==> src/source/register_file.sv <==
`default_nettype none
`timescale 1ns/1ns

module register_file (
    input  wire         clk,
    input  wire         reset,
    input  wire  [4:0]  rs,
    input  wire  [4:0]  rt,
    input  wire  [4:0]  dest,
    input  wire         we,
    input  wire  [31:0] wdata,
    output logic [31:0] rs_data,
    output logic [31:0] rt_data
);

    logic [31:0] regs [32];
    logic        write_en;

    assign write_en = we && dest != 5'd0; // r0 is never stored

    always_ff @(posedge clk) begin
        if (reset) begin
            regs[0] <= 32'd0; // Zero in r0 from reset on
        end else if (write_en) begin
            regs[dest] <= wdata;
        end
    end

    assign rs_data = regs[rs];
    assign rt_data = regs[rt];

    // r0 reads as zero on both ports even after writes to it
    a_r0_zero: assert property (
        @(posedge clk) disable iff (reset)
        ((rs == 5'd0) |-> (rs_data == 32'd0)) and ((rt == 5'd0) |-> (rt_data == 32'd0))
    ) else $error("r0 read returned a nonzero value");

endmodule

`default_nettype wire

==> config.mk <==
export PLATFORM = sky130hd
export DESIGN_NAME = register_file
export DESIGN_NICKNAME = d
export VERILOG_FILES = /design/src/source/register_file.sv
export SDC_FILE = /design/constraint.sdc
export NUM_CORES = 1
export LEC_CHECK = 0
export BUFFER_PORTS_ARGS = -buffer_cell sky130_fd_sc_hd__buf_2
export CAP_MARGIN = 40
export CORE_ASPECT_RATIO = 0.6
export CORE_MARGIN = 2
export CORE_UTILIZATION = 48
export DETAILED_ROUTE_END_ITERATION = 7
export PLACE_DENSITY = 0.71
export REMOVE_ABC_BUFFERS = 1
export SYNTH_ARGS = -nofsm -noshare
export SYNTH_HDL_FRONTEND = slang
export SYNTH_SLANG_ARGS = --single-unit
==> constraint.sdc <==
create_clock -name clk -period 4.1 [get_ports clk]
set_input_delay 0.82 -clock clk [delete_from_list [all_inputs] [get_ports clk]]
set_output_delay 0.82 -clock clk [all_outputs]
set_load 0.02 [all_outputs]
* Yosys cells after proc, flatten, opt, wreduce, memory -nomap -nowiden *
Memories as Yosys holds them, arrays and structs flattened.
Index checks and enable logic that the tools add are counted.

cells by class
  reductions and logical operators = 3
  multiplexer cells = 8

operators with widths
  kind                 count
  32-bit two-way mux   1
  32-bit OR reduction  1
  1-bit two-way mux    6
  5-bit two-way mux    1
  5-bit nonzero test   1
  1-bit logical AND    1

word-level totals
  output and inout port bits = 64
  flip-flop bits (word level) = 0
  RAM bits = 1024
  word-level logic and storage cells = 12
  memories = 1
  input bits = 50

memories
  memory  depth  bits a word  rd ports  clocked after memory_dff  wr ports  line  RTL
  regs    32     32           2         0                         1         16    logic [31:0] regs [32];

* Logic depth before layout (Yosys ltp) *
Gate-level depths: netlist of run 1.

  depth after elaboration = 7
  depth in mapped cells = 8
  mapped depth without buffers = 5

* Worst setup path after synthesis of run 1 *
Ideal clock, no wire load.

  kind = input port to flip-flop
  start point = input port we
  end point = memory regs[5][0] (enable)
  required time = 3632 ps
  path slack = -102 ps
  arrival = 3734 ps
  cell stages on the path = 4
  buffers on the path = 0
  path through = nor2b_1 > and2_1 > nand2_1 > nor3b_1

between the ends
  cells in the longest elaborated chain, start to end = 6
  elaborated cells on any way between the ends = 7

ends and longest elaborated chain
  what                                                                            line  RTL
  start, declared                                                                 10    input wire we,
  1-bit logical AND (*)                                                           19    assign write_en = we && dest != 5'd0;
  1-bit two-way mux (*)                                                           24    end else if (write_en) begin
  1-bit two-way mux (*)                                                           22    if (reset) begin
  1-bit two-way mux (implied by the code) (*)                                     25    regs[dest] <= wdata;
  32-bit OR reduction (no source line)                                            -
  5-bit two-way mux (no source line) / 1-bit two-way mux (equally long branches)  -
  end, declared                                                                   16

Mark *: on every way between the ends. The rest lies on a longest branch, timed or not.

* Worst setup path after layout of run 1 *
  start point = input port rs[1]
  end point = output port rs_data[18]

between the ends
  cells in the longest elaborated chain, start to end = 1

ends and longest elaborated chain
  what                     line  RTL
  start, declared          7     input wire [4:0] rs,
  memory read 32 x 32 bit  -
  end, declared            12    output logic [31:0] rs_data,

Every way passes these cells.

==> results of run 1 <==
[cells in the mapped netlist]
library cell	instances	area share, %
or2_2	2	0.026
nor2_1	38	0.29
nand3_1	195	2.0
clkbuf_4	4	0.061
a21oi_1	193	2.0
nand2_1	200	1.5
a31oi_1	64	0.82
nor2b_1	7	0.089
a22oi_1	192	2.9
a22o_1	128	2.3
mux2i_1	1024	21
nand2b_1	5	0.064
nor3b_1	1	0.015
buf_4	57	0.87
clkbuf_1	83	0.64
buf_1	12	0.092
buf_2	63	0.64
nor3_1	65	0.66
and2_1	35	0.45
buf_6	37	0.85
edfxtp_1	1024	63
nand3b_1	2	0.031
[logic make-up after synthesis]
logic type,Yosys count,synth area share (%)
flops,1024,62.8
compound gates,577,8.02
simple gates,550,5.15
buf+inv,256,3.16
mux,1024,20.9
[cell type report]
class / count / area [µm²]
fillers: 8038 / 45400
flip-flops and latches: 1024 / 30700
multi-input cells: 2151 / 17000
repair buffers: 342 / 3020
clock buffers: 111 / 2460
well taps: 1334 / 1670
clock inverters: 60 / 594
diodes: 6 / 15.0
[worst max-delay path, cell delays in order]
cell and delay [ns]:
buf_8 0.16, buf_12 0.27, buf_12 0.29, mux2i_1 0.27, a22o_1 0.16, nor3_1 0.05, a31oi_1 0.27, nand3_1 0.19
buf_2 0.20
[how the worst max path moves through the flow]
stage	endpoint	cells after the start	slack [ns]	start
after floorplan	rt_data[0]	5	-2.62	rt[2]
final	rs_data[18]	9	0.48	rs[1]
after detailed placement	rs_data[6]	8	0.54	rs[0]
after global routing	rs_data[17]	7	0.37	rs[0]
after CTS	rs_data[6]	8	0.53	rs[0]
after global placement	rs_data[11]	8	0.53	rs[0]
[power by group through the flow]
stage | clock, W | sequential, W | combinational, W
after detailed placement | 0 | 0.0118 | 0.00190
final | 0.00898 | 0.0116 | 0.00193
after CTS | 0.00903 | 0.0116 | 0.00191
after floorplan | 0 | 0.0118 | 0.000880
after global placement | 0 | 0.0118 | 0.00188
after global routing | 0.00942 | 0.0116 | 0.00201
[layer usage]
| metal | GRT usage [%] | vias up |
|---|---|---|
| met2 | 41.4 | 2026 |
| met3 | 7.26 | 272 |
| li1 | - | 13900 |
| met5 | 0 | - |
| met1 | 42.0 | 16500 |
| met4 | 7.94 | 4 |
[metrics by stage]
step | cells | utilization (%)
2_1_floorplan | 3175 | -
3_3_place_gp | 4844 | 51.9
3_5_place_dp | 4851 | 52.0
4_1_cts | 5022 | 55.0
5_1_grt | 5027 | 55.0
6_report | 5028 | 55.0
==> flow_summary.ini, run 1 <==
[synthesis]
ys_types = 22
synthCells = 3431
yosysWarnings = 0
ys_seq_area_share_pct = 62.8
syn_avg_cell_area_um2 = 14.3
syn-cell-area_um2 = 49000
ys_ff_latch = 1024

[placed_design]
placed_area_um2 = 52400
port_buffers = 113
gp_congestion = 0.855
post-place-ws_ns = 0.543
dp_hpwl_um = 92400

[timing]
post-route-period-util_pct = 88.4
finalHoldViolCount = 0
timing.final.max_slew_violations = 0
finalSetupViolCount = 0
hold_ws_ns = 0.489
rsz0062_at_grt = no
fmax_mhz = 276
worst_slew_pin_slew_ns = 0.928
fin_crit_ns = 3.62
fin_setup_tns_ns = 0
setup_ws_ns = 0.477
maxSlewHeadroom_pct = 38.1

[clock_network]
clock_tree.buffer_depth = 3
path_clk_slew_ns = 0.06
cts_sinks = 1024
cts_hold_buf = 0
cts.repair.resized = 0
htreeDepth = 3
cts_inserted_buffers = 93
cts_tree = done
post_cts_buffers = 0
cts-root-buf = clkbuf_16

[floorplan]
die_width_um = 416
dieArea_um2 = 105000
pin_count = 114
start_util_pct = 48.6
die_h_um = 251
core-area_um2 = 101000
rows = 90

[hold_path]
hold_end = regs[0][17]$_DFFE_PP_
min_path_cells = 1
min_from = reset
min_path_type = primary input to flop

[finish]
final_cell_area_um2 = 55500
nets = 3662
mostFrequentLayoutCells = mux2i_1 (1024), edfxtp_1 (1024), nand2_1 (198)
top_regs = regs x1024
drive_above_1_share_pct = 14.2
regMostFlops = regs
largest_reg_flops = 1024
area_growth_pct = 13.3

[power_and_ir_drop]
comb_power_share_pct = 8.6
leakagePower_nw = 19.1
p_int_w = 0.0172
pwr_density_cell_nw_per_um2 = 406
peakVddDrop_mv = 0.329
switching_share_pct = 23.6
p_seq_share_pct = 51.6
total_power_w = 0.0225
power_frac_clock_pct = 39.9
p_sw_w = 0.00532

[drt]
routed_wl_um = 152000
viasPerCell = 6.51
vias = 32700
met1Wirelength_um = 64800
drt_iter0_markers = 4455
wl_met3_um = 17700
post_drt_wl_per_cell_um = 30.3
antenna_left = 0
dr.pass1.iters = 6
met2_length_um = 65700
top_layer_used = met5
drc = 0

[global_route]
grt_pass1_wl_um = 218000
grt_max_degree = 60
grt-ovfl-total = 0
track_usage_pct = 28.4
first_global_vias = 31400
antenna_found_initial = 9

[setup_path]
critPathArrivalTime_ns = 2.80
required_ns = 3.28
cp-start-kind = primary input
worst-setup-path-type = primary input to primary output
cp_max_fo = 37
cp-end-kind = primary output

[status]
run_status = completed

[flow_run]
max_cap_violations = 0
Note: power is estimated with default switching activity, not from simulation.
==> run 2: changes to the inputs <==
CORE_UTILIZATION = 28   (was 48)
PLACE_DENSITY = 0.48   (was 0.71)
==> run 2 against run 1 <==
  * Worst setup slack got worse by 0.37 ns
  * Sequential share of layout area decreased by 1.8 points
  * Cell count increased by 21%
  * Highest routed layer is now met4
==> flow_summary.ini, run 2 (synthesis gave the netlist of run 1 again) <==
[floorplan]
rows = 118
die_width_um = 544
die_h_um = 328
start_util_pct = 28.3
core-area_um2 = 173000
pin_count = 114
dieArea_um2 = 178000

[setup_path]
required_ns = 3.28
endpoint = rt_data[5]
cp-start-kind = primary input
worstSetupStartpoint = rt[1]
worst-setup-path-type = primary input to primary output
cp-end-kind = primary output
critPathArrivalTime_ns = 3.18
cp_max_fo = 29

[finish]
mostFrequentLayoutCells = mux2i_1 (1024), edfxtp_1 (1024), buf_4 (210)
top_regs = regs x1024
final_cell_area_um2 = 57400
regMostFlops = regs
final_cells = 6100
largest_reg_flops = 1024
drive_above_1_share_pct = 15.5
area_growth_pct = 17.2
nets = 3715

[clock_network]
post_cts_buffers = 0
clock_tree.buffer_depth = 3
path_clk_slew_ns = 0.07
cts_hold_buf = 0
htreeDepth = 3
cts-root-buf = clkbuf_16
cts_sinks = 1024
cts_tree = done
cts.repair.resized = 0
cts_inserted_buffers = 99

[global_route]
first_global_vias = 30700
antenna_found_initial = 14
grt-ovfl-total = 0
grt_max_degree = 65
track_usage_pct = 19.7
grt_pass1_wl_um = 248000

[drt]
dr.pass1.iters = 7
viasPerCell = 5.30
antenna_left = 0
drt_iter0_markers = 3731
routed_wl_um = 180000
vias = 32300
post_drt_wl_per_cell_um = 29.5
drc = 0

[power_and_ir_drop]
pwr_density_cell_nw_per_um2 = 402
leakagePower_nw = 19.5
peakVddDrop_mv = 0.343

[flow_run]
max_cap_violations = 0

[placed_design]
placed_area_um2 = 54200
dpl.cell_count = 5904
port_buffers = 113
gp_congestion = 0.791
dp_hpwl_um = 109000

[timing]
fin_crit_ns = 4.00
timing.final.max_slew_violations = 0
worst_slew_pin_slew_ns = 0.856
maxSlewHeadroom_pct = 42.9
finalHoldViolCount = 0
finalSetupViolCount = 0
hold_ws_ns = 0.646
rsz0062_at_grt = no
post-route-period-util_pct = 97.5
fmax_mhz = 250

[status]
run_status = completed

[hold_path]
min_path_type = primary input to flop
[run 2: stage by stage]
| stage | utilization [%] | setup WS (ns) | power (W) | setup TNS [ns] |
|---|---|---|---|---|
| 6_report | 33.1 | 0.104 | 0.0231 | 0 |
| 3_5_place_dp | 31.3 | 0.222 | 0.0139 | 0 |
| 4_1_cts | 33.1 | 0.214 | 0.0233 | 0 |
| 5_1_grt | 33.1 | 0.180 | 0.0238 | 0 |
| 2_1_floorplan | - | -2.62 | 0.0127 | -169.14 |
| 3_3_place_gp | 31.3 | 0.182 | 0.0139 | 0 |
[run 2: metal layers]
layer / up-vias / share of wire [%] / global-route usage [%]
li1: 14000 / - / -
met1: 16800 / 48 / 30.5
met2: 1276 / 42 / 28.4
met3: 183 / 7.5 / 3.39
met4: 0 / 1.8 / 3.94
met5: - / 0 / 0
[run 2: worst min path at each step]
| stage | from | to | slack [ns] | depth (start not counted) |
|---|---|---|---|---|
| after floorplan | reset | regs[0][0]$_DFFE_PP_ | 0.93 | 0 |
| after detailed placement | dest[1] | regs[5][9]$_DFFE_PP_ | 1.41 | 3 |
| final | wdata[25] | regs[17][25]$_DFFE_PP_ | 0.65 | 2 |
| after global placement | dest[1] | regs[5][9]$_DFFE_PP_ | 1.40 | 3 |
| after CTS | wdata[25] | regs[0][25]$_DFFE_PP_ | 0.62 | 2 |
| after global routing | wdata[25] | regs[19][25]$_DFFE_PP_ | 0.65 | 2 |
[run 2: worst max-delay path, stage by stage]
cell,delay (ns)
buf_8,0.30
mux2i_1,0.66
a22o_1,0.22
nor3_1,0.09
buf_4,0.16
a31oi_1,0.34
nand3_1,0.24
buf_2,0.22
[run 2: layout make-up]
cell class	instances	area [µm²]
fillers	16900	116000
well taps	2340	2930
clock buffers	123	2590
multi-input cells	2151	17000
clock inverters	63	618
repair buffers	389	3490
flip-flops and latches	1024	30700
diodes	10	25.0
[run 2: where the power goes]
part           internal [W]  leakage [nW]  switching, W  total (W)
combinational      0.000705          10.3       0.00138    0.00209
sequential           0.0116          7.61     0.0000429     0.0116
clock               0.00509          1.57       0.00429    0.00938
total                0.0174          19.5       0.00571     0.0231
