===== src/source/mips_pkg.sv =====
`default_nettype none

package mips_pkg;

    typedef enum logic [3:0] {
        alu_add  = 4'b0000,
        alu_addu = 4'b0001,
        alu_sub  = 4'b0010,
        alu_subu = 4'b0011,
        alu_and  = 4'b0100,
        alu_or   = 4'b0101,
        alu_xor  = 4'b0110,
        alu_nor  = 4'b0111,
        alu_slt  = 4'b1010,
        alu_sltu = 4'b1011
    } alu_fn_t;

    typedef enum logic [1:0] {
        shift_sll = 2'b00,
        shift_srl = 2'b01,
        shift_sra = 2'b10
    } shift_kind_t;

    typedef struct packed {
        logic        variable; // Amount from rs[4:0]
        shift_kind_t kind;
    } shift_t;

    typedef enum logic [1:0] {
        wb_alu   = 2'b00,
        wb_mem   = 2'b01,
        wb_shift = 2'b10,
        wb_link  = 2'b11  // pc+4
    } wb_sel_t;

    typedef enum logic [1:0] {
        pc_reg    = 2'b00, // jr, jalr
        pc_branch = 2'b01,
        pc_jump   = 2'b10,
        pc_seq    = 2'b11
    } pc_sel_t;

    typedef struct packed {
        alu_fn_t    alu_fn;
        logic       use_imm;
        logic       zero_ext;
        shift_t     shift;
        logic [4:0] dest;
        logic       reg_we;
        wb_sel_t    wb_sel;
        logic [3:0] branch_fn; // {opcode[2:0], instruction[16]}
        pc_sel_t    pc_sel;
        logic       mem_wren;
        logic       mem_rren;
    } ctrl_t;

    localparam logic [5:0] op_rtype  = 6'b000000;
    localparam logic [5:0] op_regimm = 6'b000001; // bltz, bgez
    localparam logic [5:0] op_j      = 6'b000010;
    localparam logic [5:0] op_jal    = 6'b000011;
    localparam logic [5:0] op_lw     = 6'b100011;
    localparam logic [5:0] op_sw     = 6'b101011;
    localparam logic [5:0] fn_jr     = 6'b001000;
    localparam logic [5:0] fn_jalr   = 6'b001001;

endpackage

`default_nettype wire


===== src/source/i_decoder.sv =====
`default_nettype none
`timescale 1ns/1ns

module i_decoder (
    input  wire  [31:0]    instruction,
    output logic [4:0]     rs,
    output logic [4:0]     rt,
    output logic [4:0]     sa,
    output logic [15:0]    imm,
    output logic [25:0]    iindex,
    output mips_pkg::ctrl_t ctrl
);

    typedef enum logic [1:0] {
        cls_i = 2'b00,
        cls_j = 2'b01,
        cls_r = 2'b10
    } iclass_t;

    logic [5:0] opc;
    logic [5:0] fun;
    logic [4:0] rd;
    iclass_t    iclass;
    logic       is_rtype;
    logic       is_jr;
    logic       is_jalr;
    logic       is_jal;
    logic       is_lw;
    logic       is_sw;
    logic       is_alu_imm;
    logic       is_branch;

    assign opc    = instruction[31:26];
    assign fun    = instruction[5:0];
    assign rs     = instruction[25:21];
    assign rt     = instruction[20:16];
    assign rd     = instruction[15:11];
    assign sa     = instruction[10:6];
    assign imm    = instruction[15:0];
    assign iindex = instruction[25:0];

    function automatic iclass_t classify(input logic [5:0] op);
        casez (op)
            6'b001???, 6'b1???11, 6'b0001??, 6'b000001: classify = cls_i;
            6'b00001?: classify = cls_j;
            default: classify = cls_r;
        endcase
    endfunction

    assign iclass     = classify(opc);
    assign is_rtype   = opc == mips_pkg::op_rtype;
    assign is_jr      = is_rtype && fun == mips_pkg::fn_jr;
    assign is_jalr    = is_rtype && fun == mips_pkg::fn_jalr;
    assign is_jal     = opc == mips_pkg::op_jal;
    assign is_lw      = opc == mips_pkg::op_lw;
    assign is_sw      = opc == mips_pkg::op_sw;
    assign is_alu_imm = opc[5:3] == 3'b001; // addi .. xori
    assign is_branch  = opc[5:2] == 4'b0001 || opc == mips_pkg::op_regimm;

    always_comb begin
        if (is_lw || is_sw) begin
            ctrl.alu_fn = mips_pkg::alu_add; // Address calculation
        end else if (iclass == cls_r) begin
            ctrl.alu_fn = mips_pkg::alu_fn_t'(fun[3:0]);
        end else begin
            ctrl.alu_fn = mips_pkg::alu_fn_t'({~opc[2] & opc[1], opc[2:0]});
        end

        ctrl.use_imm  = iclass == cls_i;
        ctrl.zero_ext = opc[5:2] == 4'b0011; // andi, ori, xori

        ctrl.shift.variable = fun[2];
        case (fun[1:0])
            2'b10:   ctrl.shift.kind = mips_pkg::shift_srl;
            2'b11:   ctrl.shift.kind = mips_pkg::shift_sra;
            default: ctrl.shift.kind = mips_pkg::shift_sll;
        endcase

        if (is_jal || is_jalr) begin
            ctrl.dest = 5'd31;
        end else begin
            ctrl.dest = (iclass == cls_r) ? rd : rt;
        end

        ctrl.reg_we = is_alu_imm || is_lw || is_jal || (is_rtype && !is_jr);

        if (is_lw) begin
            ctrl.wb_sel = mips_pkg::wb_mem;
        end else if (is_jal || is_jalr) begin
            ctrl.wb_sel = mips_pkg::wb_link;
        end else if (is_rtype && fun[5:3] == 3'b000) begin
            ctrl.wb_sel = mips_pkg::wb_shift;
        end else begin
            ctrl.wb_sel = mips_pkg::wb_alu;
        end

        ctrl.branch_fn = {opc[2:0], instruction[16]};

        if (is_jr || is_jalr) begin
            ctrl.pc_sel = mips_pkg::pc_reg;
        end else if (is_branch) begin
            ctrl.pc_sel = mips_pkg::pc_branch;
        end else if (iclass == cls_j) begin
            ctrl.pc_sel = mips_pkg::pc_jump;
        end else begin
            ctrl.pc_sel = mips_pkg::pc_seq;
        end

        ctrl.mem_wren = is_sw;
        ctrl.mem_rren = is_lw;
    end

    always_comb begin
        assert final (!(ctrl.mem_wren && ctrl.mem_rren))
            else $error("load and store decoded from one instruction");
    end

endmodule

`default_nettype wire


===== config.mk =====
export PLATFORM = sky130hd
export DESIGN_NAME = i_decoder
export DESIGN_NICKNAME = d
export VERILOG_FILES = /design/src/source/mips_pkg.sv /design/src/source/i_decoder.sv
export SDC_FILE = /design/constraint.sdc
export NUM_CORES = 1
export LEC_CHECK = 0
export ABC_CLOCK_PERIOD_IN_PS = 2650
export BUFFER_PORTS_ARGS = -buffer_cell sky130_fd_sc_hd__buf_2
export CAP_MARGIN = 10
export CORE_MARGIN = 1
export CORE_UTILIZATION = 37
export DETAILED_ROUTE_END_ITERATION = 8
export PLACE_DENSITY = 0.95
export SKIP_LAST_GASP = 1
export SYNTH_ARGS = -nofsm -noshare
export SYNTH_HDL_FRONTEND = slang
export SYNTH_SLANG_ARGS = --single-unit
export TNS_END_PERCENT = 5

===== constraint.sdc =====
create_clock -name vclk -period 2.65
set_input_delay 0.265 -clock vclk [all_inputs]
set_output_delay 0.265 -clock vclk [all_outputs]
set_load 0.01 [all_outputs]

; ---- Word level (Yosys, flattened, before mapping)
; Cells that the tools add are included.
[op_classes]
n_eq_ne = 15
n_mux = 12
n_bitwise = 2
reduce_logical = 16
[ops]
columns = operator, n
row1 = $eq 6x4->1 const B, 2
row2 = $eq 6x6->1 const B, 2
row3 = $mux 2, 5
row4 = $mux 5, 2
row5 = $mux 4, 2
row6 = $pmux 2 s2, 2
row7 = $logic_or 1x1->1, 7
row8 = $eq 2x2->1 const B, 3
row9 = $eq 6x1->1 const B, 1
row10 = $eq 6x2->1 const B, 1
row11 = $logic_not 6->1, 1
row12 = $eq 5x1->1 const B, 1
row13 = $eq 4x1->1 const B, 1
row14 = $eq 4x2->1 const B, 1
row15 = $logic_and 1x1->1, 4
row16 = $reduce_or 4->1, 1
row17 = $eq 3x1->1 const B, 1
row18 = $eq 3x3->1 const B, 1
row19 = $logic_not 3->1, 1
row20 = $eq 2x1->1 const B, 1
row21 = $logic_not 2->1, 1
row22 = $and 1x1->1, 1
row23 = $logic_not 1->1, 1
row24 = $mux 1, 1
row25 = $not 1->1, 1
[totals]
register_bits = 0
in_bits = 32

; ---- Depth between registers and ports, before layout
; Gate-level depths: netlist of the first run.
[logic_depth]
depth_word = 7
depth_mapped = 5

; ---- Worst setup path before layout of the first run
; Ideal clock, no wire load.
[synth_path]
path_type = input -> output
start = input instruction[26]
end = output ctrl[22] (netlist name)
arrival_time_ps = 1295
required_ps = 2385
slack_ps = 1090
path_stages = 4
path_buffers = 1
path_cell_list = buf_6 > a211o_1 > a21o_1 > a211oi_1
[synth_lines]
columns = item, line_no
row1 = from (decl), i_decoder.sv:5  ; input wire [31:0] instruction,
row2 = to (decl), i_decoder.sv:11  ; output mips_pkg::ctrl_t ctrl

==> impl_results.md, run 1 <==
- Final hold violation count: 0
- Routability cong.: 0.7449
- Most common cell after layout, fill and taps aside: buf_2
- Largest area contributor in the synthesized netlist: buf_4
- Area share of the largest cell type after synthesis: 52.10%
- Startpoint of the lowest-slack hold path: instruction[22]
- Layout clock buffers: 0
- Boundary pin count: 114
- Share of the clock period used by the worst path after layout: 66.24%
- Syn nets: 160
- Area contributors post-synth: buf_4, mux2i_1, nand2_1
- Endpoint arrival time on the critical path: 1.49 ns
- Unrepaired setup endpoints after global routing: false
- Detail Placement HPWL: 1.642 mm
- Total Routing Usage GR: 12.69%
- Fraction of final layout cells sized beyond drive strength 1: 63.12%
- Final core utilization: 37.33%
- Setup crit start kind: primary input
- Die footprint: 2696 µm²
- Standard-cell rows: 17
- Largest net degree at the start of global routing: 13
- Number of violations of the max-capacitance limit: 0
- Wire per inst: 11.67 µm
- Buffer count from post-CTS setup fixing: 0
- Critical-path maximum fanout: 7
- Number of port buffers: 79
- DR pass1 iterations: 4
- Startpoint of the worst setup timing path: instruction[1]
- Antenna diodes: 0
- Worst voltage drop across the vdd grid: 67.72 µV
- Multiplexer area fraction after synthesis: 8.820%
- Status: completed
- Most used cells in the layout excluding fill and tap cells: buf_2, nand2_1, mux2i_1
- Final setup fails: 0
- Via density: 4.775
- Tmin final: 1.755 ns
- Number of pins with negative max-slew slack in the final report: 0
- XOR/XNOR share of the synthesized area: 0%
- Crit path to: ctrl[9]
- Routed vias: 807
- Mapped Area: 922.1 µm²
- Final instance area: 849.6 µm²
- Wire length of the first global-routing pass: 2.704 mm
- Post-synthesis sequential area ratio: 0%
- Number of sequential cells in the layout: 0
- Avg Cell Area, Syn: 7.204 µm²
- Initial antenna violation count: 0
- Number of gates resized after cts: 0
- Cell variety after synth: 33
- Fraction of the mapped netlist area in simple logic gates: 24.69%
- FMAX: 569.7 MHz
- Gate count after technology mapping: 128
- Min-Delay Path Class: primary input to primary output
- Worst slew margin: 70.55%
- Largest family of logic cells by synthesized area: buffers and inverters
- Adder-Cell Fraction of Synth Area: 0%
- Setup CP Type: primary input to primary output
- Placed cell areas: 849.6 µm²
- Footprint of the multi-input gates: 411.6 µm²
- Core outline area: 2276 µm²
- Required time at the endpoint of the critical path: 2.38 ns
- Antenna-violating nets left: 0
- Global route overflow: 0
- Drt first-iter violations: 5
- Floorplan die height: 51.92 µm
- Starting Density: 40.52%
- Hold-critical path depth: 0
- Transition time of the tightest slew-check pin: 0.4403 ns
- Power density cells: 185.0 nW/µm²
- Die W: 51.92 µm
- Final #Nets: 175
- Number of hold buffers added after cts: 0
- Register cell area after layout: 0 µm²
- LEAKAGE: 0.0004943 µW
- Setup Total Neg Slack: 0 ns
- Via count of the first global-routing pass: 599
- Kind of end point of the critical path: primary output
- Layout fillers: 262
- Worst hold slack after final layout: 0.5300 ns
- Yosys warning count: 0
- DRC violations left: 0
- Fraction of the mapped netlist area in compound gates: 11.13%
- Final wirelength: 1.973 mm
- Area delta synth->final: -7.870%
-- logic make-up (layout without fill, tap and decap cells) --
family / count (synthesis) / count (layout)
AND/OR/NAND/NOR: 37 / 37
AO/OA/AOI/OAI: 15 / 15
buffers and inverters: 68 / 81
multiplexers: 8 / 8
-- final cells by class --
| type | count | area share (%) |
|---|---|---|
| multi-input cells | 60 | 48.45 |
| inverters | 2 | 0.8837 |
| repair buffers | 79 | 46.54 |
| well taps | 28 | 4.124 |
-- critical path, cell delays in order --
cell and delay, ns:
buf_2 0.14, nor4_4 0.34, nand4_1 0.13, a211o_1 0.38
nand2_1 0.10, buf_2 0.13
-- power by group --
part           switching [µW]  total (µW)  internal, µW  leakage [µW]
Clock                       0           0             0             0
Sequential                  0           0             0             0
Combinational            89.7         157          67.5      0.000494
Total                    89.7         157          67.5      0.000494
-- how the worst min path moves through the flow --
stage	end	slack [ns]
after detailed placement	iindex[7]	0.53
final	iindex[22]	0.53
after CTS	iindex[7]	0.53
after floorplan	ctrl[16]	0.58
after global routing	iindex[25]	0.53
after global placement	iindex[7]	0.53
-- layer usage --
layer,track usage (%),part of all wire [%]
met1,14.46,38
met5,0,0
met4,2.252,1.6
met2,24.79,51
met3,1.462,9.2
-- stage by stage --
step / std cells / power [µW] / setup WS [ns]
5_1_grt: 169 / 172.1 / 0.7883
4_1_cts: 169 / 159.5 / 0.8656
6_report: 169 / 157.2 / 0.8947
3_5_place_dp: 169 / 158.8 / 0.8744
2_1_floorplan: 128 / 157.2 / 1.090
3_3_place_gp: 169 / 156.8 / 0.8739
-- cells in the mapped netlist (2+ instances only) --
library cell	n
nand2_1	14
nor4_2	2
nor3_1	2
buf_4	64
mux2i_1	7
buf_6	2
o21ai_1	3
a21oi_1	2
nand2b_1	2
nor2_1	5
and2_1	2
a211o_1	2
No activity file was read; power rests on OpenSTA's default activity.
==> run 2, diff against run 1 <==
--- a/config.mk
+++ b/config.mk
@@ -5,13 +5,13 @@
 export SDC_FILE = /design/constraint.sdc
 export NUM_CORES = 1
 export LEC_CHECK = 0
-export ABC_CLOCK_PERIOD_IN_PS = 2650
+export ABC_CLOCK_PERIOD_IN_PS = 1600
 export BUFFER_PORTS_ARGS = -buffer_cell sky130_fd_sc_hd__buf_2
 export CAP_MARGIN = 10
 export CORE_MARGIN = 1
-export CORE_UTILIZATION = 37
+export CORE_UTILIZATION = 31
 export DETAILED_ROUTE_END_ITERATION = 8
-export PLACE_DENSITY = 0.95
+export PLACE_DENSITY = 0.87
 export SKIP_LAST_GASP = 1
 export SYNTH_ARGS = -nofsm -noshare
 export SYNTH_HDL_FRONTEND = slang
==> constraint.sdc (replaced) <==
create_clock -name vclk -period 1.6
set_input_delay 0.16 -clock vclk [all_inputs]
set_output_delay 0.16 -clock vclk [all_outputs]
set_load 0.01 [all_outputs]
==> impl_results.md, run 2 (synthesis results as in run 1) <==
- Die W: 56.54 µm (was 51.92 µm)
- Core outline area: 2781 µm² (was 2276 µm²)
- Global route overflow: 0 (unchanged)
- Placed cell areas: 860.8 µm² (was 849.6 µm²)
- Hold-critical path depth: 0 (unchanged)
- Most used cells in the layout excluding fill and tap cells: buf_2, nand2_1, mux2i_1 (unchanged)
- LEAKAGE: 0.0005089 µW (was 0.0004943 µW)
- Standard-cell rows: 19 (was 17)
- Final wirelength: 1.975 mm (was 1.973 mm)
- Wire per inst: 11.35 µm (was 11.67 µm)
- Final #Nets: 177 (was 175)
- Total Routing Usage GR: 11.09% (was 12.69%)
- Fraction of final layout cells sized beyond drive strength 1: 63.64% (was 63.12%)
- Starting Density: 33.15% (was 40.52%)
- DRC violations left: 0 (unchanged)
- Setup crit start kind: primary input (unchanged)
- Number of sequential cells in the layout: 0 (unchanged)
- Detail Placement HPWL: 1.632 mm (was 1.642 mm)
- Worst-case setup margin in the final layout: 0.08012 ns (was 0.8947 ns)
- Boundary pin count: 114 (unchanged)
- Pre-CTS setup slack: 0.06558 ns (was 0.8744 ns)
- Status: completed (unchanged)
- Unrepaired setup endpoints after global routing: true (was false)
- Antenna-violating nets left: 0 (unchanged)
- Required time at the endpoint of the critical path: 1.44 ns (was 2.38 ns)
- Startpoint of the lowest-slack hold path: instruction[22] (unchanged)
- Transition time of the tightest slew-check pin: 0.3562 ns (was 0.4403 ns)
- Tmin final: 1.520 ns
- Area delta synth->final: -4.478% (was -7.870%)
- Min-Delay Path Class: primary input to primary output (unchanged)
- Layout clock buffers: 0 (unchanged)
- Routability cong.: 0.8010 (was 0.7449)
- Antenna diodes: 0 (unchanged)
- Register cell area after layout: 0 µm² (unchanged)
- Power, Total: 272.1 µW (was 157.2 µW)
- Most common cell after layout, fill and taps aside: buf_2 (unchanged)
- Kind of end point of the critical path: primary output (unchanged)
- Number of pins with negative max-slew slack in the final report: 0 (unchanged)
- FMAX: 657.9 MHz
- Power density cells: 309.0 nW/µm² (was 185.0 nW/µm²)
- Worst voltage drop across the vdd grid: 151.8 µV (was 67.72 µV)
- Critical-path maximum fanout: 8 (was 7)
- Worst slew margin: 75.64% (was 70.55%)
- Hold worst-path end: iindex[22] (unchanged)
- Via count of the first global-routing pass: 635 (was 599)
- Wire length of the first global-routing pass: 2.939 mm (was 2.704 mm)
- Layout fillers: 314 (was 262)
- Final hold violation count: 0 (unchanged)
- Share of the clock period used by the worst path after layout: 94.99%
- Floorplan die height: 56.54 µm (was 51.92 µm)
- DR pass1 iterations: 4 (unchanged)
- Number of hold buffers added after cts: 0 (unchanged)
- Via density: 4.575 (was 4.775)
- Final setup fails: 0 (unchanged)
- Number of violations of the max-capacitance limit: 0 (unchanged)
- Die footprint: 3197 µm² (was 2696 µm²)
- Routed vias: 796 (was 807)
- Largest net degree at the start of global routing: 13 (unchanged)
- Initial antenna violation count: 0 (unchanged)
- Setup CP Type: primary input to primary output (unchanged)
- Drt first-iter violations: 44 (was 5)
- Final instance area: 880.8 µm² (was 849.6 µm²)
- Endpoint arrival time on the critical path: 1.36 ns (was 1.49 ns)
- Number of port buffers: 79 (unchanged)
==> run 2: timing repair <==
item / 4_1_cts / 5_1_grt
gates resized for setup: 0 / 0
setup endpoints to repair: 0 / 7
setup buffers: 0 / 1
==> run 2: cell type report <==
class	instances	area [µm²]	share of cell area (%)
repair buffers	81	422.9	48.01
multi-input cells	60	411.6	46.73
well taps	31	38.79	4.403
inverters	2	7.507	0.8523
==> run 2: where the power goes <==
| group | switching [µW] | internal (µW) |
|---|---|---|
| logic | 151 | 121 |
| clock network | 0 | 0 |
| registers | 0 | 0 |
| total | 151 | 121 |
==> run 2: through the flow <==
| stage | TNS [ns] | utilization [%] | instances | hold WS, ns |
|---|---|---|---|---|
| 2_1_floorplan | 0 | - | 128 | 0.3664 |
| 3_5_place_dp | 0 | 30.95 | 173 | 0.3201 |
| 4_1_cts | 0 | 30.95 | 173 | 0.3201 |
| 6_report | 0 | 31.67 | 174 | 0.3200 |
| 3_3_place_gp | 0 | 30.95 | 173 | 0.3201 |
| 5_1_grt | -0.007828 | 31.67 | 174 | 0.3200 |
==> run 2: critical path, stage by stage <==
cell and delay (ns):
buf_2 0.15, or3_4 0.42, nor4_2 0.25, o21ai_1 0.14, o21ai_1 0.09, buf_2 0.14
==> run 2: metal layers <==
metal	up-vias	track usage, %	routed length [µm]
met5	-	0	0
met1	360	14.17	799
met2	38	21.01	1013
met3	2	0.4608	156
li1	396	-	-
met4	0	1.045	5
==> run 2: worst max path at each step <==
stage / slack, ns / from / depth (start not counted) / end
floorplan: 0.25 / instruction[26] / 4 / ctrl[22]
global placement: 0.07 / instruction[26] / 6 / ctrl[12]
detailed placement: 0.07 / instruction[26] / 6 / ctrl[14]
CTS: 0.06 / instruction[26] / 6 / ctrl[14]
global route: -0.004 / instruction[1] / 6 / ctrl[14]
finish: 0.08 / instruction[31] / 6 / ctrl[10]
