File: src/source/mips_pkg.sv
`default_nettype none

package mips_pkg;

    typedef enum logic [3:0] {
        alu_add  = 4'b0000,
        alu_addu = 4'b0001,
        alu_sub  = 4'b0010,
        alu_subu = 4'b0011,
        alu_and  = 4'b0100,
        alu_or   = 4'b0101,
        alu_xor  = 4'b0110,
        alu_nor  = 4'b0111,
        alu_slt  = 4'b1010,
        alu_sltu = 4'b1011
    } alu_fn_t;

    typedef enum logic [1:0] {
        shift_sll = 2'b00,
        shift_srl = 2'b01,
        shift_sra = 2'b10
    } shift_kind_t;

    typedef struct packed {
        logic        variable; // Amount from rs[4:0]
        shift_kind_t kind;
    } shift_t;

    typedef enum logic [1:0] {
        wb_alu   = 2'b00,
        wb_mem   = 2'b01,
        wb_shift = 2'b10,
        wb_link  = 2'b11  // pc+4
    } wb_sel_t;

    typedef enum logic [1:0] {
        pc_reg    = 2'b00, // jr, jalr
        pc_branch = 2'b01,
        pc_jump   = 2'b10,
        pc_seq    = 2'b11
    } pc_sel_t;

    typedef struct packed {
        alu_fn_t    alu_fn;
        logic       use_imm;
        logic       zero_ext;
        shift_t     shift;
        logic [4:0] dest;
        logic       reg_we;
        wb_sel_t    wb_sel;
        logic [3:0] branch_fn; // {opcode[2:0], instruction[16]}
        pc_sel_t    pc_sel;
        logic       mem_wren;
        logic       mem_rren;
    } ctrl_t;

    localparam logic [5:0] op_rtype  = 6'b000000;
    localparam logic [5:0] op_regimm = 6'b000001; // bltz, bgez
    localparam logic [5:0] op_j      = 6'b000010;
    localparam logic [5:0] op_jal    = 6'b000011;
    localparam logic [5:0] op_lw     = 6'b100011;
    localparam logic [5:0] op_sw     = 6'b101011;
    localparam logic [5:0] fn_jr     = 6'b001000;
    localparam logic [5:0] fn_jalr   = 6'b001001;

endpackage

`default_nettype wire

File: src/source/pc_unit.sv
`default_nettype none
`timescale 1ns/1ns

module pc_unit #(
    parameter logic [31:0] reset_address = 32'h0000_0000
) (
    input  wire                     clk,
    input  wire                     reset,
    input  wire mips_pkg::pc_sel_t  pc_sel,
    input  wire [3:0]               branch_fn,
    input  wire [31:0]              rs_data,
    input  wire [31:0]              rt_data,
    input  wire [15:0]              imm,
    input  wire [25:0]              iindex,
    output logic [31:0]             pc,
    output logic [31:0]             pc_plus4
);

    logic [31:0] branch_target;
    logic [31:0] jump_target;
    logic [31:0] next_pc;
    logic        taken;

    assign pc_plus4      = pc + 32'd4;
    assign branch_target = pc_plus4 + {{14{imm[15]}}, imm, 2'b00};
    assign jump_target   = {pc_plus4[31:28], iindex, 2'b00};

    always_comb begin
        casez (branch_fn)
            4'b100?: taken = rs_data == rt_data;        // beq
            4'b101?: taken = rs_data != rt_data;        // bne
            4'b110?: taken = $signed(rs_data) <= 0;     // blez
            4'b111?: taken = $signed(rs_data) > 0;      // bgtz
            4'b0010: taken = rs_data[31];               // bltz
            4'b0011: taken = !rs_data[31];              // bgez
            default: taken = 1'b0;
        endcase
    end

    always_comb begin
        case (pc_sel)
            mips_pkg::pc_reg:    next_pc = rs_data;
            mips_pkg::pc_branch: next_pc = taken ? branch_target : pc_plus4;
            mips_pkg::pc_jump:   next_pc = jump_target;
            default:             next_pc = pc_plus4;
        endcase
    end

    always_ff @(posedge clk) begin
        if (reset) begin
            pc <= reset_address;
        end else begin
            pc <= next_pc;
        end
    end

    // A misaligned jr target would show up here
    a_pc_aligned: assert property (
        @(posedge clk) disable iff (reset) pc[1:0] == 2'b00
    ) else $error("pc not word aligned: %h", pc);

endmodule

`default_nettype wire

File: config.mk
export PLATFORM = sky130hd
export DESIGN_NAME = pc_unit
export DESIGN_NICKNAME = d
export VERILOG_FILES = /design/src/source/mips_pkg.sv /design/src/source/pc_unit.sv
export SDC_FILE = /design/constraint.sdc
export NUM_CORES = 1
export LEC_CHECK = 0
export ABC_AREA = 1
export ABC_CLOCK_PERIOD_IN_PS = 3600
export BUFFER_PORTS_ARGS = -buffer_cell sky130_fd_sc_hd__buf_2
export CORE_MARGIN = 8
export CORE_UTILIZATION = 35
export CTS_CLUSTER_DIAMETER = 60
export CTS_CLUSTER_SIZE = 14
export DETAILED_ROUTE_END_ITERATION = 6
export HOLD_SLACK_MARGIN = 0.1
export PLACE_DENSITY = 0.59
export SLEW_MARGIN = 20
export SYNTH_ARGS = -nofsm -noshare
export SYNTH_HDL_FRONTEND = slang
export SYNTH_SLANG_ARGS = --single-unit
export TNS_END_PERCENT = 5
File: constraint.sdc
create_clock -name clk -period 3.6 [get_ports clk]
set_clock_uncertainty 0.15 [all_clocks]
set_input_delay 0.18 -clock clk [delete_from_list [all_inputs] [get_ports clk]]
set_output_delay 0.18 -clock clk [all_outputs]
set_load 0.01 [all_outputs]
Word level (Yosys, flattened, before mapping)
Index checks and enable logic that the tools add are counted.

Add/sub/neg operators: 2. $lt $le $gt $ge: 2. Eq/ne operators: 10. Muxes and demuxes: 3. Reduce and logical (&&, ||, !) cells: 2.

Operators by type and width (number): one-hot mux 32 bit (3 select lines) (1); adder 32 x 3 -> 32 bit, second input constant (1); adder 32 bit (1); == test 32 bit (1); greater-than comparator 32 x 1 -> 1 bit, second input constant (1); less-or-equal comparator 32 x 1 -> 1 bit, second input constant (1); two-way mux 32 bit (1); != test 32 bit (1); == test 3 bit, second input constant (4); == test 4 x 2 -> 1 bit, second input constant (2); one-hot mux 1 bit (6 select lines) (1); == test 2 x 1 -> 1 bit, second input constant (1); == test 2 bit, second input constant (1); logical NOT 2 bit (1); logical NOT 1 bit (1).

Flip-flop bits (word level): 32. Input port bits: 114. Word-level logic and storage cells: 20.

Logic depth before layout (Yosys ltp)
Gate-level depths: netlist (run 1).

Depth after elaboration: 4. Mapped depth: 24. Gate-level depth less buffers: 24.

Worst setup path after synthesis (run 1)
No wires, ideal clock.

Path type: reg2reg. Start: reg pc[2]. End: reg pc[31]. Data arrival time: 2.903 ns. Data required time: 3.333 ns. Slack: 0.430 ns. Cell stages (with the launch flop): 24. Buffers on the path: 0. Path through: dfxtp_1 -> ha_1 -> nand2_2 -> nor2_2 -> nand4_2 -> nor2_2 -> nand3b_1 -> nor2_1 -> xnor2_1 -> clkinv_1 -> ha_1 -> inv_1 -> nor3_1 -> nand2_1 -> nor2_1 -> nand2_1 -> nand2_1 -> nand2_1 -> inv_1 -> nor2_1 -> nand3_1 -> nand2_1 -> nor2_1 -> nor2_1.

Longest elaborated chain between the ends: 4.

RTL lines: start, declared (line pc_unit.sv:15) `output logic [31:0] pc,`; start signal, assigned (line pc_unit.sv:51) `pc <= reset_address;`; start signal, assigned (line pc_unit.sv:53) `pc <= next_pc;`; adder 32 x 3 -> 32 bit (line pc_unit.sv:24) `assign pc_plus4 = pc + 32'd4;`; via pc_plus4[30] (line pc_unit.sv:16) `output logic [31:0] pc_plus4`; adder 32 bit (line pc_unit.sv:25) `assign branch_target = pc_plus4 + {{14{imm[15]}}, imm, 2'b00};`; two-way mux 32 bit (line pc_unit.sv:43) `mips_pkg::pc_branch: next_pc = taken ? branch_target : pc_plus4;`; one-hot mux 32 bit (3 select lines) (line pc_unit.sv:41) `case (pc_sel)`.

The timed path passes the listed nets, and every way through them passes these cells. A chain may end at the register's enable or synchronous reset.

Final worst setup path (run 1)
Start: reg pc[2]. End: reg pc[29].

Longest elaborated chain between the ends: 4.

RTL lines (line): adder 32 x 3 -> 32 bit * (pc_unit.sv:24); adder 32 bit (pc_unit.sv:25); two-way mux 32 bit (pc_unit.sv:43); one-hot mux 32 bit (3 select lines) * (pc_unit.sv:41).

Mark *: on every way between the ends. The rest lies on a longest branch, timed or not.

==> metrics.md, run 1 <==
| Metric | Value |
|---|---|
| Initial antenna violation count | 0 |
| Syn Area/Cell | 5.47 um2 |
| Vias in the first global route | 6660 |
| Layout Cells excl Fill | 1380 |
| Via density | 4.88 |
| Min Hold Slack | 0.0986 ns |
| Worst hold-check path type | in2reg |
| Largest register FFs | 32 |
| Register area share after synthesis | 11.9% |
| Type of origin of the critical path | flip-flop |
| Distinct cell type count after synthesis | 41 |
| Routed Wire Length | 21700 um |
| # nets final | 1340 |
| Synth Flop Type | dfxtp_1 |
| # diodes | 0 |
| Final setup fails | 0 |
| Power per Cell Area | 268 nW/um2 |
| Die ar. | 19600 um2 |
| Via count | 6740 |
| Setup WS post-layout | 0.144 ns |
| Yosys Warn Count | 0 |
| TritonRoute pass-1 iters | 5 |
| Gr usage total | 21.3% |
| CTS max path bufs | 2 |
| H-tree depth | 2 |
| Placed Cells | 1363 |
| Worst-path clk slew | 0.06 ns |
| Syn Nets | 1133 |
| Placeable Area | 15100 um2 |
| Final GP Congestion | 0.951 |
| Share of cells above drive strength 1 | 23.2% |
| Die Ht | 140 um |
| Clock Sinks | 32 |
| EDFF count, synth | 0 |
| Grt total ovfl | 0 |
| Period utilisation layout | 96.0% |
| WHS Path Cells | 3 |
| Post-synthesis cell area | 5390 um2 |
| CTS buffer count | 5 |
| # IOs | 178 |
| Crit path DAT | 3.46 ns |
| First-pass GRT wire length | 33600 um |
| Share of the synthesized area in the top cell type | 23.1% |
| DP Worst Slack | 0.0183 ns |
| Worst skew pair latency | 0.29 ns |
| Fmax | 289 MHz |
| Maximum VDD drop | 0.284 mV |
| Crit path required time | 3.60 ns |
| Final Max Slew Viols | 0 |
| Largest net degree at the start of global routing | 30 |
| RSZ-0062 raised after global routing | true |
| DRC errors left | 0 |
| Post-Syn Instances | 984 |
| Pleak | 4.06 nW |
| Initial Util | 35.6% |
| Rows | 45 |
| FF-to-FF path depth | 22 |
| Cell with the most instances after synthesis | nand2_1 |
| TritonCTS clock tree | yes |
| Slew margin rel. | 56.5% |
| CP max FO | 5 |
| Worst-margin pin slew | 0.650 ns |
| Final HPWL DP | 18400 um |
| Root Buffer | clkbuf_16 |
| Synth Register Bits | 32 |
| Post-route ant nets | 0 |
| Status | finished clean |
| Area grow syn2layout | 32.0% |
| Critical Path End Type | flip-flop |
| Max-cap violation count | 0 |
| 1st-iter DRT viols | 381 |
| Final hold violation count | 0 |
| WL/cell | 15.7 um |
| Asr flop ratio synth | 0% |
| Post-synth top cells | nand2_1, inv_1, nor2_1, nand3_1, a21oi_1 |
| Die X-Extent | 140 um |
| Final Critical Period | 3.46 ns |
| Crit Path Class | reg2reg |
| # port buffers | 177 |
| Ranking of synthesized cells by area | nand2_1, dfxtp_1, inv_1, nor2_1, ha_1 |
| Dominant cell type by area after synthesis | nand2_1 |
==> cell families after synthesis <==
kind of cell / count (synthesis) / share of synthesized area [%]
adder cells (fa/ha/maj): 35 / 8.27
XOR/XNOR: 67 / 11.0
flip-flops: 32 / 11.9
AO/OA/AOI/OAI: 102 / 11.3
AND/OR/NAND/NOR: 557 / 43.6
buffers and inverters: 191 / 13.9
==> path summary, 6_finish.rpt <==
check                       to        startpoint  slack (ns)
max          pc[29]$_SDFF_PP0_  pc[2]$_SDFF_PP0_        0.14
min           pc[8]$_SDFF_PP0_         iindex[6]         0.1
max reg2reg  pc[29]$_SDFF_PP0_  pc[2]$_SDFF_PP0_        0.14
min reg2reg   pc[2]$_SDFF_PP0_  pc[2]$_SDFF_PP0_        0.44
==> worst max-delay path, stage by stage (launching register included) <==
cell and delay, ns:
dfxtp_2 0.37, ha_2 0.21, nand2_2 0.08, nor2_4 0.14, nand4_4 0.16, or2_4 0.29
nor2_4 0.13, nand2_1 0.08, xor2_1 0.17, inv_2 0.07, ha_1 0.33, nand2_1 0.14
nor2_2 0.16, nor3b_1 0.20, nand2_1 0.12, nand2_1 0.10, nand2_1 0.05, nand2_1 0.09
inv_1 0.05, nand3_1 0.07, nand2_1 0.06, inv_1 0.05, a21oi_1 0.05
==> per-stage QoR <==
stage | TNS, ns | total power (W) | instance area (um2) | util, %
after floorplan | 0 | 0.000983 | 5390 | -
after global placement | 0 | 0.00133 | 6650 | 43.9
after detailed placement | 0 | 0.00133 | 6650 | 43.9
after CTS | 0 | 0.00187 | 6920 | 45.7
after global routing | -0.521 | 0.00203 | 7110 | 47.0
final | 0 | 0.00190 | 7110 | 47.0
==> layer usage <==
layer  global-route usage [%]  vias to the layer above  share of wire (%)
li1                         -                     3466                  -
met3                     4.83                       23                6.7
met4                     4.86                        0                2.1
met5                        0                        -                  0
met1                     25.5                     3041                 42
met2                     37.9                      210                 49
==> what timing repair did <==
item	4_1_cts	5_1_grt
resized for setup	0	36
setup buffers	0	1
hold endpoints to repair	6	0
hold buffers	8	0
setup endpoints to repair	0	17
==> placed cells by master (no fill, tap or decap), types with 17 or more instances in the layout <==
| cell type | instances |
|---|---|
| a21oi_1 | 50 |
| buf_2 | 177 |
| buf_4 | 33 |
| dfxtp_1 | 28 |
| ha_1 | 27 |
| inv_1 | 165 |
| nand2_1 | 329 |
| nand3_1 | 54 |
| nor2_1 | 113 |
| o21ai_0 | 18 |
| xnor2_1 | 46 |
| xor2_1 | 17 |
==> power by group <==
part	switching, W	total, W	internal, W	leakage, nW
Clock	0.000173	0.000538	0.000365	0.0901
Combinational	0.000573	0.000945	0.000373	3.70
Sequential	0.0000367	0.000421	0.000384	0.265
Total	0.000783	0.00190	0.00112	4.06
==> area by class of cell <==
cell class,count,area (um2)
inverter,173,649
clock inverter,1,30.0
sequential,32,646
timing repair buffer,218,1210
tap,188,235
fill,1716,8030
clock buffer,7,153
multi-input combinational,761,4190
Power figures use the tool's default switching activity.
==> inputs of run 2 (changes only) <==
- GPL_TIMING_DRIVEN: not set -> 0
- SLEW_MARGIN: 20 -> not set
==> run 2 against run 1 <==
Compared with the run above: fmax fell by 1.6%; core utilization rose by 0.97 points; critical path depth increased by 1; clock power shrank 16%; design area rose by 2.1%; non-clock buffer count is 5 lower; power decreased by 3.9%; wire length down 2.7%; global-route usage is 0.61 points lower; sequential power is 2% higher; critical path type unchanged; largest cell class unchanged; highest routed layer unchanged.
==> metrics.md, run 2 (synthesized netlist as in run 1, its figures left out) <==
| Metric | Value |
|---|---|
| Area of the multi-input gates | 4420 um2 (+5.6%) |
| Vias in the first global route | 6326 (-5.0%) |
| Slew margin rel. | 56.2% (-0.35 points) |
| Period utilisation layout | 97.5% (+1.5 points) |
| Final Critical Period | 3.51 ns (+0.0545 ns) |
| Layout Cells excl Fill | 1374 (-0.43%) |
| Crit Path Class | reg2reg |
| Share of cells above drive strength 1 | 25.0% (+1.8 points) |
| Min Hold Slack | 0.117 ns (+0.0181 ns) |
| Clock Sinks | 32 (unchanged) |
| Pleak | 4.02 nW (-0.76%) |
| R2r startpoint | pc[2]$_SDFF_PP0_ |
| Worst-path clk slew | 0.05 ns (about the same) |
| Power per Cell Area | 252 nW/um2 (-5.9%) |
| Worst-margin pin slew | 0.657 ns (+0.00757 ns) |
| Rows | 45 (unchanged) |
| CP Launch Point | pc[2]$_SDFF_PP0_ |
| Worst hold-check path type | in2reg |
| Die X-Extent | 140 um (unchanged) |
| Final Util | 47.9% (+0.97 points) |
| Gr usage total | 20.7% (-0.61 points) |
| TritonCTS clock tree | yes |
| Type of origin of the critical path | flip-flop |
| Reg area | 653 um2 (+1.2%) |
| Die ar. | 19600 um2 (unchanged) |
| CP max FO | 5 (unchanged) |
| Worst skew pair latency | 0.28 ns (about the same) |
| Layout filler cell count | 1680 (-2.1%) |
| Post-route setup TNS | 0 ns (unchanged) |
| Commonest non-fill, non-tap cell in the layout | nand2_1 |
| 1st-iter DRT viols | 400 (+5.0%) |
| CTS max path bufs | 2 (unchanged) |
| Final HPWL DP | 18000 um (-1.8%) |
| Maximum VDD drop | 0.200 mV (-30%) |
| Final hold violation count | 0 (unchanged) |
| Fmax | 285 MHz (-1.6%) |
| Post-route ant nets | 0 (unchanged) |
| CTS buffer count | 5 (unchanged) |
| DRC errors left | 0 (unchanged) |
| Via density | 4.78 (-2.1%) |
| Routed Wire Length | 21100 um (-2.7%) |
| Root Buffer | clkbuf_16 |
| Initial antenna violation count | 0 (unchanged) |
| Largest register FFs | 32 (unchanged) |
| Max-cap violation count | 0 (unchanged) |
| WL/cell | 15.3 um (-2.3%) |
| Final setup fails | 0 (unchanged) |
| Placeable Area | 15100 um2 (unchanged) |
| Placed Cells | 1348 (-1.1%) |
| # port buffers | 176 (-0.56%) |
| Status | finished clean |
| H-tree depth | 2 (unchanged) |
| FF-to-FF path depth | 23 (+4.5%) |
| Initial Util | 35.6% (unchanged) |
| WHS Path Cells | 5 (+2) |
| Critical Path End Type | flip-flop |
| Most frequent cells in the layout | nand2_1, buf_2, inv_1, nor2_1, nand3_1 |
| Crit path DAT | 3.50 ns (+0.04 ns) |
| Final Max Slew Viols | 0 (unchanged) |
| RSZ-0062 raised after global routing | true |
| Via count | 6573 (-2.5%) |
| Final GP Congestion | 0.912 (-4.2%) |
| # nets final | 1335 (-0.37%) |
| Area grow syn2layout | 34.8% |
| Grt total ovfl | 0 (unchanged) |
| Die Ht | 140 um (unchanged) |
| # IOs | 178 (unchanged) |
| Crit path required time | 3.59 ns (about the same) |
| HP Start | rs_data[28] |
| TritonRoute pass-1 iters | 5 (unchanged) |
| Largest net degree at the start of global routing | 19 (-37%) |
| # diodes | 0 (unchanged) |
| First-pass GRT wire length | 32400 um (-3.5%) |
-- run 2: changes by cell type in the layout (fill, tap and decap cells not counted), sizes merged --
cell / previous run / this run
buf: 210 / 195
clkbuf: 7 / 15
clkinv: 2 / 0
inv: 171 / 173
bufinv: 1 / 0
dlygate4sd3: 8 / 10
-- run 2: layer usage --
metal	GRT usage, %	vias to the layer above	part of all wire (%)
li1	-	3455	-
met1	26.4	2924	45
met2	36.2	182	49
met3	3.91	12	5.9
met4	2.80	0	0.79
met5	0	-	0
-- run 2: what timing repair did --
| action | CTS | global route |
|---|---|---|
| gates resized for setup | 5 | 82 |
| endpoints found under the setup margin | 7 | 17 |
| endpoints found under the hold margin | 8 | 1 |
| pin swaps | 0 | 14 |
| setup buffers | 0 | 9 |
| hold buffers | 9 | 1 |
-- run 2: worst max-delay path: stages, from the launching register on --
cell	delay, ns
dfxtp_4	0.39
ha_4	0.15
nand2_2	0.08
nor2_4	0.17
nand4_4	0.16
nor2_4	0.19
nand4_1	0.16
xor2_2	0.25
inv_2	0.09
ha_4	0.30
nand2_1	0.08
inv_1	0.09
nand2_2	0.09
nor3_4	0.27
and2_4	0.18
nand2_2	0.07
nand2_1	0.08
nand2_1	0.05
nand2_1	0.07
inv_1	0.04
nand3_1	0.11
nand2_1	0.06
inv_1	0.05
a21oi_1	0.05
-- run 2: path summary, 6_finish.rpt --
path / end / slack, ns
max: pc[30]$_SDFF_PP0_ / 0.09
min: pc[28]$_SDFF_PP0_ / 0.12
max reg2reg: pc[30]$_SDFF_PP0_ / 0.09
min reg2reg: pc[2]$_SDFF_PP0_ / 0.47
-- run 2: power by group --
group	switching [W]	leakage, nW	internal [W]
clock	0.000162	0.0760	0.000290
sequential	0.0000468	0.267	0.000385
combinational	0.000566	3.68	0.000379
total	0.000775	4.02	0.00105
-- run 2: cell type report --
class | count | area share [%]
Tap cell | 188 | 3.24
Multi-Input combinational cell | 761 | 60.9
Clock buffer | 7 | 2.10
Inverter | 173 | 8.95
Sequential cell | 32 | 9.00
Buffer | 18 | 1.38
Timing Repair Buffer | 195 | 14.4
-- run 2: metrics by stage --
step	setup WS, ns	instance area, um2	total power (W)
after global routing	-0.0756	7260	0.00196
after detailed placement	-0.205	6500	0.00129
after floorplan	0.430	5390	0.000983
final	0.0893	7260	0.00183
after global placement	-0.238	6500	0.00129
after CTS	-0.0799	6790	0.00175
